==> src/design/prefetch_consts.svh <==
`ifndef PREFETCH_CONSTS_SVH
`define PREFETCH_CONSTS_SVH

// --------------------------------------------------
// Prefetcher sizing, shared by RTL and testbench.
// --------------------------------------------------

// Data word width on both master ports.
`define PF_WIDTH 32

// Address bits, the same on port A and port B.
`define PF_SBITS 10

// Bits of the in-block word index.
`define PF_BBITS 5

// Words read per block, less than the block stride.
`define PF_BSIZE 24

// Address distance between two block bases.
`define PF_BSTRIDE (1 << `PF_BBITS)

`endif

==> src/design/prefetch_pkg.sv <==
`default_nettype none

`include "prefetch_consts.svh"

// --------------------------------------------------
// Control-side types for the prefetch sequencer.
// --------------------------------------------------
package prefetch_pkg;

   // Requested word count, one bit wider than an address.
   // A full address space of words fits.
   typedef logic [`PF_SBITS:0] pf_count_t;

   // Block number, the upper part of a port A address.
   typedef logic [`PF_SBITS-`PF_BBITS-1:0] blk_num_t;

   // Controller states.
   // FETCH covers the block handshakes, WAIT_DRAIN lets
   // port B empty the buffer, ACK holds the start handshake.
   typedef enum logic [2:0] {
      IDLE,
      FETCH,
      WAIT_DRAIN,
      DONE,
      ACK
   } ctrl_state_t;

endpackage

`default_nettype wire

==> src/design/wb_bus_pkg.sv <==
`default_nettype none

`include "prefetch_consts.svh"

// --------------------------------------------------
// Bus-side types for the two master ports.
// --------------------------------------------------
package wb_bus_pkg;

   // Word address on port A or port B.
   // Port A splits it into block number and index.
   typedef logic [`PF_SBITS-1:0] wb_adr_t;

   // One data word as read from the source.
   // Port B writes the same word to the sink.
   typedef logic [`PF_WIDTH-1:0] wb_dat_t;

   // Word index inside a block.
   // Wide enough for the full stride, so it also
   // holds a count of PF_BSIZE.
   typedef logic [`PF_BBITS-1:0] blk_off_t;

endpackage

`default_nettype wire

==> src/design/block_fetch.sv <==
`timescale 1ns/10ps
`default_nettype none

`include "prefetch_consts.svh"

module block_fetch import wb_bus_pkg::*, prefetch_pkg::*; (
   input  logic     clk_i,
   input  logic     rst_i,
   // Block handshake with the controller.
   input  logic     blk_req_i,
   input  blk_num_t blk_num_i,
   output logic     blk_ack_o,
   output logic     blk_err_o,
   // Port A master, read only.
   output logic     a_cyc_o,
   output logic     a_stb_o,
   output logic     a_we_o,
   output wb_adr_t  a_adr_o,
   input  wb_dat_t  a_dat_i,
   input  logic     a_ack_i,
   input  logic     a_wat_i,
   input  logic     a_err_i,
   // Word path into block_store.
   output logic     wr_valid_o,
   output wb_dat_t  wr_data_o,
   input  logic     buf_space_i
);

   localparam blk_off_t BSIZE_OFF = blk_off_t'(`PF_BSIZE);
   localparam blk_off_t LAST_OFF  = blk_off_t'(`PF_BSIZE - 1);

   logic     stb_q;
   blk_off_t iss_cnt;
   blk_off_t ack_cnt;
   logic     word_done;
   logic     issue;
   wb_adr_t  blk_base;

   // --------------------------------------------------
   // Bus outputs and word hand-off.
   // --------------------------------------------------

   // Strobe is withheld during slave wait states.
   assign a_stb_o = stb_q && !a_wat_i;
   assign a_we_o  = 1'b0;

   // An erroring cycle never delivers a word.
   assign word_done  = a_stb_o && a_ack_i && !a_err_i;
   assign wr_valid_o = word_done;
   assign wr_data_o  = a_dat_i;

   // Stride is a power of two, so the index fills the low bits.
   assign blk_base = wb_adr_t'(blk_num_i) * wb_adr_t'(`PF_BSTRIDE);
   assign a_adr_o  = blk_base | wb_adr_t'(ack_cnt);

   // Next word goes out when the strobe is free or just completing.
   // buf_space_i already counts the word handed over this cycle.
   assign issue = (iss_cnt < BSIZE_OFF) && buf_space_i && (!stb_q || word_done);

   // --------------------------------------------------
   // Block cycle control.
   // --------------------------------------------------
   always_ff @(posedge clk_i) begin
      if (rst_i) begin
         a_cyc_o   <= 1'b0;
         stb_q     <= 1'b0;
         iss_cnt   <= '0;
         ack_cnt   <= '0;
         blk_ack_o <= 1'b0;
         blk_err_o <= 1'b0;
      end else if (!a_cyc_o) begin
         if (blk_ack_o) begin
            // Wait for the controller to drop its request.
            if (!blk_req_i) begin
               blk_ack_o <= 1'b0;
            end
         end else if (blk_req_i) begin
            // Bus cycle opens one cycle after the request.
            a_cyc_o   <= 1'b1;
            blk_err_o <= 1'b0;
            ack_cnt   <= '0;
            stb_q     <= buf_space_i;
            iss_cnt   <= buf_space_i ? blk_off_t'(1) : '0;
         end
      end else if (a_err_i) begin
         // Abort the block, no further reads.
         a_cyc_o   <= 1'b0;
         stb_q     <= 1'b0;
         blk_ack_o <= 1'b1;
         blk_err_o <= 1'b1;
      end else if (word_done && (ack_cnt == LAST_OFF)) begin
         // Last word of the block.
         a_cyc_o   <= 1'b0;
         stb_q     <= 1'b0;
         blk_ack_o <= 1'b1;
      end else begin
         if (word_done) begin
            ack_cnt <= ack_cnt + blk_off_t'(1);
         end
         if (issue) begin
            stb_q   <= 1'b1;
            iss_cnt <= iss_cnt + blk_off_t'(1);
         end else if (word_done) begin
            stb_q <= 1'b0;
         end
      end
   end

endmodule

`default_nettype wire

==> src/design/block_store.sv <==
`timescale 1ns/10ps
`default_nettype none

`include "prefetch_consts.svh"

module block_store import wb_bus_pkg::*; #(
   parameter int BUF_DEPTH = `PF_BSIZE
) (
   input  logic    clk_i,
   input  logic    rst_i,
   // High for the whole prefetch.
   input  logic    run_i,
   // Words from block_fetch.
   input  logic    wr_valid_i,
   input  wb_dat_t wr_data_i,
   output logic    buf_space_o,
   output logic    buf_empty_o,
   // Port B master, write only.
   output logic    b_cyc_o,
   output logic    b_stb_o,
   output logic    b_we_o,
   output wb_adr_t b_adr_o,
   output wb_dat_t b_dat_o,
   input  logic    b_ack_i,
   input  logic    b_wat_i
);

   // Pointer and occupancy widths, valid down to one entry.
   localparam int PW = (BUF_DEPTH > 1) ? $clog2(BUF_DEPTH) : 1;
   localparam int OW = $clog2(BUF_DEPTH + 1);
   localparam logic [PW-1:0] LAST_PTR = PW'(BUF_DEPTH - 1);
   localparam logic [OW:0]   DEPTH_W  = (OW + 1)'(BUF_DEPTH);

   wb_dat_t       mem [BUF_DEPTH];
   logic [PW-1:0] wr_ptr;
   logic [PW-1:0] rd_ptr;
   logic [OW-1:0] occ;
   logic [OW:0]   occ_in;
   logic          run_q;
   logic          b_done;
   logic          pop;

   // --------------------------------------------------
   // Buffer status.
   // --------------------------------------------------

   // Occupancy including the word arriving this cycle.
   assign occ_in      = {1'b0, occ} + {{OW{1'b0}}, wr_valid_i};
   assign buf_space_o = occ_in < DEPTH_W;
   // Empty only once the last word has left port B too.
   assign buf_empty_o = (occ == '0) && !b_stb_o;

   // An acknowledge counts only outside wait states.
   assign b_done = b_stb_o && b_ack_i && !b_wat_i;
   // Head word moves to port B when the bus is free or freeing up.
   assign pop = (occ != '0) && (!b_stb_o || b_done);

   assign b_cyc_o = b_stb_o;
   assign b_we_o  = b_cyc_o;

   // --------------------------------------------------
   // FIFO control and port B.
   // --------------------------------------------------
   always_ff @(posedge clk_i) begin
      if (rst_i) begin
         wr_ptr  <= '0;
         rd_ptr  <= '0;
         occ     <= '0;
         run_q   <= 1'b0;
         b_stb_o <= 1'b0;
         b_adr_o <= '0;
      end else begin
         run_q <= run_i;
         if (wr_valid_i) begin
            wr_ptr <= (wr_ptr == LAST_PTR) ? '0 : wr_ptr + PW'(1);
         end
         if (pop) begin
            rd_ptr <= (rd_ptr == LAST_PTR) ? '0 : rd_ptr + PW'(1);
         end
         case ({wr_valid_i, pop})
            2'b10:   occ <= occ + OW'(1);
            2'b01:   occ <= occ - OW'(1);
            default: occ <= occ;
         endcase
         // Strobe stays up across back-to-back words.
         if (pop) begin
            b_stb_o <= 1'b1;
         end else if (b_done) begin
            b_stb_o <= 1'b0;
         end
         // Sink address restarts at zero with every prefetch.
         if (run_i && !run_q) begin
            b_adr_o <= '0;
         end else if (b_done) begin
            b_adr_o <= b_adr_o + wb_adr_t'(1);
         end
      end
   end

   // Word storage and the port B data register.
   // Data holds until the sink acknowledges.
   always_ff @(posedge clk_i) begin
      if (wr_valid_i) begin
         mem[wr_ptr] <= wr_data_i;
      end
      if (pop) begin
         b_dat_o <= mem[rd_ptr];
      end
   end

endmodule

`default_nettype wire

==> src/design/prefetch_ctrl.sv <==
`timescale 1ns/10ps
`default_nettype none

`include "prefetch_consts.svh"

module prefetch_ctrl import prefetch_pkg::*; (
   input  logic      clk_i,
   input  logic      rst_i,
   // Four-phase start handshake from the requester.
   input  logic      start_req_i,
   input  pf_count_t count_i,
   output logic      start_ack_o,
   output logic      err_o,
   // Four-phase block handshake with block_fetch.
   output logic      blk_req_o,
   output blk_num_t  blk_num_o,
   input  logic      blk_ack_i,
   input  logic      blk_err_i,
   // Buffer status from block_store.
   input  logic      buf_empty_i,
   output logic      run_o
);

   ctrl_state_t state;
   pf_count_t   count_q;
   pf_count_t   total;
   pf_count_t   total_add;
   logic        last_blk;
   logic        err_seen;
   logic        empty_q;

   // Words moved once the current block is done.
   assign total_add = total + pf_count_t'(`PF_BSIZE);

   // --------------------------------------------------
   // Sequencer FSM.
   // --------------------------------------------------
   always_ff @(posedge clk_i) begin
      if (rst_i) begin
         state       <= IDLE;
         count_q     <= '0;
         total       <= '0;
         last_blk    <= 1'b0;
         err_seen    <= 1'b0;
         empty_q     <= 1'b0;
         blk_req_o   <= 1'b0;
         blk_num_o   <= '0;
         run_o       <= 1'b0;
         start_ack_o <= 1'b0;
         err_o       <= 1'b0;
      end else begin
         // Buffer must read empty two cycles in a row.
         empty_q <= buf_empty_i;
         case (state)
            IDLE: begin
               // Request seen here is always a fresh one.
               // Count is sampled once, on this cycle.
               if (start_req_i) begin
                  count_q   <= count_i;
                  total     <= '0;
                  last_blk  <= 1'b0;
                  err_seen  <= 1'b0;
                  blk_num_o <= '0;
                  blk_req_o <= 1'b1;
                  run_o     <= 1'b1;
                  state     <= FETCH;
               end
            end
            FETCH: begin
               if (blk_req_o && blk_ack_i) begin
                  // Block finished, decide now whether it was the last.
                  blk_req_o <= 1'b0;
                  total     <= total_add;
                  err_seen  <= blk_err_i;
                  last_blk  <= blk_err_i || (total_add >= count_q) || (blk_num_o == '1);
               end else if (!blk_req_o && !blk_ack_i) begin
                  // Handshake back at rest.
                  if (last_blk) begin
                     state <= WAIT_DRAIN;
                  end else begin
                     blk_num_o <= blk_num_o + blk_num_t'(1);
                     blk_req_o <= 1'b1;
                  end
               end
            end
            WAIT_DRAIN: begin
               // All words are in the buffer now, wait for port B.
               if (buf_empty_i && empty_q) begin
                  run_o <= 1'b0;
                  state <= DONE;
               end
            end
            DONE: begin
               start_ack_o <= 1'b1;
               err_o       <= err_seen;
               state       <= ACK;
            end
            ACK: begin
               // Acknowledge falls one cycle after the request drops.
               if (!start_req_i) begin
                  start_ack_o <= 1'b0;
                  err_o       <= 1'b0;
                  state       <= IDLE;
               end
            end
            default: state <= IDLE;
         endcase
      end
   end

endmodule

`default_nettype wire

==> src/design/wb_prefetch_top.sv <==
`timescale 1ns/10ps
`default_nettype none

module wb_prefetch_top import wb_bus_pkg::*, prefetch_pkg::*; (
   input  logic      clk_i,
   input  logic      rst_i,
   // Start handshake.
   input  logic      start_req_i,
   input  pf_count_t count_i,
   output logic      start_ack_o,
   output logic      err_o,
   // Port A, towards the source slave.
   output logic      a_cyc_o,
   output logic      a_stb_o,
   output logic      a_we_o,
   output wb_adr_t   a_adr_o,
   input  wb_dat_t   a_dat_i,
   input  logic      a_ack_i,
   input  logic      a_wat_i,
   input  logic      a_err_i,
   // Port B, towards the sink slave.
   output logic      b_cyc_o,
   output logic      b_stb_o,
   output logic      b_we_o,
   output wb_adr_t   b_adr_o,
   output wb_dat_t   b_dat_o,
   input  logic      b_ack_i,
   input  logic      b_wat_i
);

   // --------------------------------------------------
   // Stage interconnect.
   // --------------------------------------------------
   logic     blk_req;
   blk_num_t blk_num;
   logic     blk_ack;
   logic     blk_err;
   logic     buf_empty;
   logic     run;
   logic     wr_valid;
   wb_dat_t  wr_data;
   logic     buf_space;

   // Start decode and block sequencing.
   prefetch_ctrl u_ctrl (
      .clk_i       (clk_i),
      .rst_i       (rst_i),
      .start_req_i (start_req_i),
      .count_i     (count_i),
      .start_ack_o (start_ack_o),
      .err_o       (err_o),
      .blk_req_o   (blk_req),
      .blk_num_o   (blk_num),
      .blk_ack_i   (blk_ack),
      .blk_err_i   (blk_err),
      .buf_empty_i (buf_empty),
      .run_o       (run)
   );

   // Port A block reader.
   block_fetch u_fetch (
      .clk_i       (clk_i),
      .rst_i       (rst_i),
      .blk_req_i   (blk_req),
      .blk_num_i   (blk_num),
      .blk_ack_o   (blk_ack),
      .blk_err_o   (blk_err),
      .a_cyc_o     (a_cyc_o),
      .a_stb_o     (a_stb_o),
      .a_we_o      (a_we_o),
      .a_adr_o     (a_adr_o),
      .a_dat_i     (a_dat_i),
      .a_ack_i     (a_ack_i),
      .a_wat_i     (a_wat_i),
      .a_err_i     (a_err_i),
      .wr_valid_o  (wr_valid),
      .wr_data_o   (wr_data),
      .buf_space_i (buf_space)
   );

   // Buffer and port B writer.
   block_store u_store (
      .clk_i       (clk_i),
      .rst_i       (rst_i),
      .run_i       (run),
      .wr_valid_i  (wr_valid),
      .wr_data_i   (wr_data),
      .buf_space_o (buf_space),
      .buf_empty_o (buf_empty),
      .b_cyc_o     (b_cyc_o),
      .b_stb_o     (b_stb_o),
      .b_we_o      (b_we_o),
      .b_adr_o     (b_adr_o),
      .b_dat_o     (b_dat_o),
      .b_ack_i     (b_ack_i),
      .b_wat_i     (b_wat_i)
   );

endmodule

`default_nettype wire

==> config.mk <==
export PLATFORM = sky130hd
export DESIGN_NAME = wb_prefetch_top
export DESIGN_NICKNAME = d
export VERILOG_FILES = /design/src/design/prefetch_pkg.sv /design/src/design/wb_bus_pkg.sv /design/src/design/block_fetch.sv /design/src/design/block_store.sv /design/src/design/prefetch_ctrl.sv /design/src/design/wb_prefetch_top.sv
export VERILOG_INCLUDE_DIRS = /design/src /design/src/design
export SDC_FILE = /design/constraint.sdc
export NUM_CORES = 1
export LEC_CHECK = 0
export BUFFER_PORTS_ARGS = -buffer_cell sky130_fd_sc_hd__buf_2
export CORE_ASPECT_RATIO = 1.4
export CORE_UTILIZATION = 66
export DETAILED_ROUTE_END_ITERATION = 7
export GPL_TIMING_DRIVEN = 1
export PLACE_DENSITY = 0.87
export SLEW_MARGIN = 10
export SYNTH_ARGS = -nofsm -noshare
export SYNTH_HDL_FRONTEND = slang
export SYNTH_HIERARCHICAL = 1
export SYNTH_SLANG_ARGS = --single-unit
export TNS_END_PERCENT = 1
==> constraint.sdc <==
create_clock -name clk_i -period 7.2 [get_ports clk_i]
set_input_delay 0 -clock clk_i [delete_from_list [all_inputs] [get_ports clk_i]]
set_output_delay 0 -clock clk_i [all_outputs]
set_load 0.01 [all_outputs]
==> flow_summary.yaml <==
routing:
  postRouteAntennaNets: 0
  vias: 18300
  drc_errors: 0
  routed_wirelength_mm: 84.5
  firstDrtPassIters: 6
  drt-vias-per-instance: 7.07
  post_drt_wl_per_cell_um: 32.7
  drt_iter0_drc: 2303
critical_path:
  path_buf_inv: 1
  path_cells: "nand3b_1 -> nor2_1 -> nor2b_1 -> nand2_1 -> nor3_2 -> buf_4"
  start_kind: "flop"
  cp_top_family: "simple AND/OR/NAND/NOR gates"
  cp_slowest_cell: "nor3_2"
  cp_max_fo: 22
  cp.required_ns: 7.47
  path_class: "reg2reg"
  end_kind: "flop"
  worstPathArrival_ns: 3.87
  critical-path-max-stage-delay_ns: 0.91
clock_tree:
  cts_tree: "done"
  cts.sinks: 875
  clk_pin_slew_ns: 0.06
  cts_root_buf: "clkbuf_16"
  cts.htree.levels: 3
  cts_setup_buffers: 0
  insertion_delay_ns: 0.63
  cts_made_buffers: 77
  cts_buffer_depth: 3
synthesis:
  synth.distinct_cells: 77
  synth_top_cell_by_area: "edfxtp_1"
  synthTopCellsByArea: "edfxtp_1 (70%), mux4_2 (13%), dfxtp_1 (4.4%)"
  syn_avg_cell_area_um2: 19.8
  synth_fp_nets: 1809
  ys.flop_type: "edfxtp_1"
  synthCells: 1734
  synth-edff-count: 800
  synthesis.area_mm2: 0.0343
  yosys_warnings: 6
  yosysSeqAreaShare: 0.744
  ys_ff_latch: 875
  synthArstFlopShare: 0
  synth.top_cell.area_share: 0.700
placed_design:
  hpwlAfterDp_mm: 40.5
  place.gp.congestion: 0.796
  place_ws_ns: 3.82
  portBuffers: 109
power_and_ir_drop:
  combPwrFrac: 0.149
  seq_power_share: 0.492
  power_switching_share: 0.244
  total_leakage_power_nw: 12.1
  netSwitchingPower_w: 0.00290
  power.density_mw_per_mm2: 310
  p_int_w: 0.00901
  ir_drop_mv: 0.229
  clkPwrFrac: 0.359
final_layout:
  nNetsFinal: 1954
  num-fill-cells: 2593
  diodes: 0
  drive_gt1_frac: 0.256
  final_common_cell: "edfxtp_1"
  final_cell_mix: "edfxtp_1 (800), mux4_2 (192), buf_2 (109), clkbuf_16 (80), dfxtp_1 (72)"
  area_delta_synth_final_pct: 12.1
  seqCellArea_mm2: 0.0255
  multi_input_area_mm2: 0.00801
sta:
  fin_worst_skew_ns: 0.0211
  grt_setup_unrepaired: "no"
  relSlewSlack: 0.106
  worst_slack_ns: 3.60
  fmax_mhz: 278
  fin_crit_sh: 0.500
  tightest_slew_ns: 1.34
  fin_crit_ns: 3.60
  slew_viol_final: 0
  setup_viol: 0
  hold_violations: 0
  fin_tns_setup_ns: 0
grt:
  grt_overflow: 0
  first_global_vias: 19100
  grt_first_pass_wirelength_mm: 124
  antenna_found_initial: 1
  grt_usage: 0.330
  grt_max_degree: 164
floorplanning:
  rows: 98
  fp.coreArea_mm2: 0.0511
  die_x_um: 195
  dieArea_mm2: 0.0529
  die_h_um: 272
  initial_core_util: 0.671
  ioPinCount: 111
hold_path:
  min_path_type: "in2reg"
run:
  drv_cap: 0
outcome:
  status: "finished clean"
-- flip-flops by register name, summed over array words and instances (netlist names), 3 cells and up --
register,flops
u_store/mem,768
u_store/b_dat_o,32
u_ctrl/count_q,11
u_store/b_adr_o,10
u_ctrl/total,8
u_ctrl/blk_num_o,5
u_fetch/ack_cnt,5
u_fetch/iss_cnt,5
u_store/occ,5
u_store/rd_ptr,5
u_store/wr_ptr,5
u_ctrl/state,3
-- power groups by stage --
stage               Sequential (W)  Combinational (W)  Clock [W]
floorplan                  0.00592            0.00132          0
global placement           0.00597            0.00164          0
detailed placement         0.00597            0.00171          0
CTS                        0.00586            0.00177    0.00431
global route               0.00587            0.00186    0.00449
finish                     0.00586            0.00177    0.00428
-- timing repair --
item                                    4_1_cts  5_1_grt
gates resized for setup                       0        0
hold buffers                                 62        0
hold endpoints to repair                    805        0
endpoints found under the setup margin        0        0
-- cell type report --
type	count	area share
sequential	875	0.665
multi-input combinational	702	0.208
clock buffer	95	0.0536
timing repair buffer	196	0.0359
tap	650	0.0212
clock inverter	43	0.0138
inverter	27	0.00264
-- worst paths after layout --
kind,start,to,slack (ns),depth (start not counted)
max reg2reg,u_fetch/stb_q$_SDFFE_PP0P_,u_store/mem[1][25]$_DFFE_PP_,3.60,6
min reg2reg,u_ctrl/count_q[7]$_SDFFE_PP0P_,u_ctrl/count_q[7]$_SDFFE_PP0P_,0.46,2
max,u_fetch/stb_q$_SDFFE_PP0P_,u_store/mem[1][25]$_DFFE_PP_,3.60,6
min,count_i[5],u_ctrl/count_q[5]$_SDFFE_PP0P_,0.20,4
-- tightest hold or removal path, stage by stage --
cell and delay [ns]:
dlygate4sd3_1 0.53, buf_2 0.12, nand2_1 0.05, a21oi_1 0.06
-- layer usage --
layer,track usage,up-vias,routed length (um)
met5,0,-,16
met4,0.184,2,4700
met3,0.0657,307,8850
met1,0.399,9321,27600
li1,-,7320,-
met2,0.561,1358,43400
-- Yosys cell counts, types with 3 or more instances --
cell	n
or3_1	7
mux4_2	192
nor2_1	51
o211ai_1	35
nand2b_1	6
ha_1	24
nor4b_1	3
nand2_1	50
a211oi_1	3
a31oi_1	5
buf_6	9
nor3_1	17
a31o_2	3
nor2b_1	11
xor2_1	14
and3_1	5
nand3_1	14
a22oi_1	65
xnor2_1	8
inv_1	27
a2111oi_0	3
nand4_1	11
nand3b_1	6
a21oi_2	3
mux2i_1	37
buf_2	16
a21oi_1	42
buf_4	54
o21ai_0	16
dfxtp_1	75
clkbuf_1	46
and2_1	16
clkbuf_8	3
edfxtp_1	800
-- kinds of logic (layout without fill, tap and decap cells) --
group,after synthesis,in the layout,synth area share
XOR/XNOR,22,22,0.00562
multiplexers,232,232,0.138
AO/OA/AOI/OAI,202,202,0.0416
adder cells (fa/ha/maj),24,24,0.00876
other,1,1,0.000109
AND/OR/NAND/NOR,221,221,0.0352
flip-flops,875,875,0.744
buffers and inverters,157,361,0.0266
-- through the flow --
| stage | std cells | instance area, um^2 | hold slack, ns | util | total power (W) |
|---|---|---|---|---|---|
| 6_report | 2588 | 38400 | 0.205 | 0.752 | 0.0119 |
| 4_1_cts | 2588 | 38400 | 0.175 | 0.752 | 0.0119 |
| 5_1_grt | 2588 | 38400 | 0.208 | 0.752 | 0.0122 |
| 2_1_floorplan | 1734 | 34300 | 0.0429 | - | 0.00724 |
| 3_3_place_gp | 2388 | 35200 | 0.240 | 0.689 | 0.00761 |
| 3_5_place_dp | 2388 | 35200 | 0.247 | 0.689 | 0.00768 |
Power figures use the tool's default switching activity.
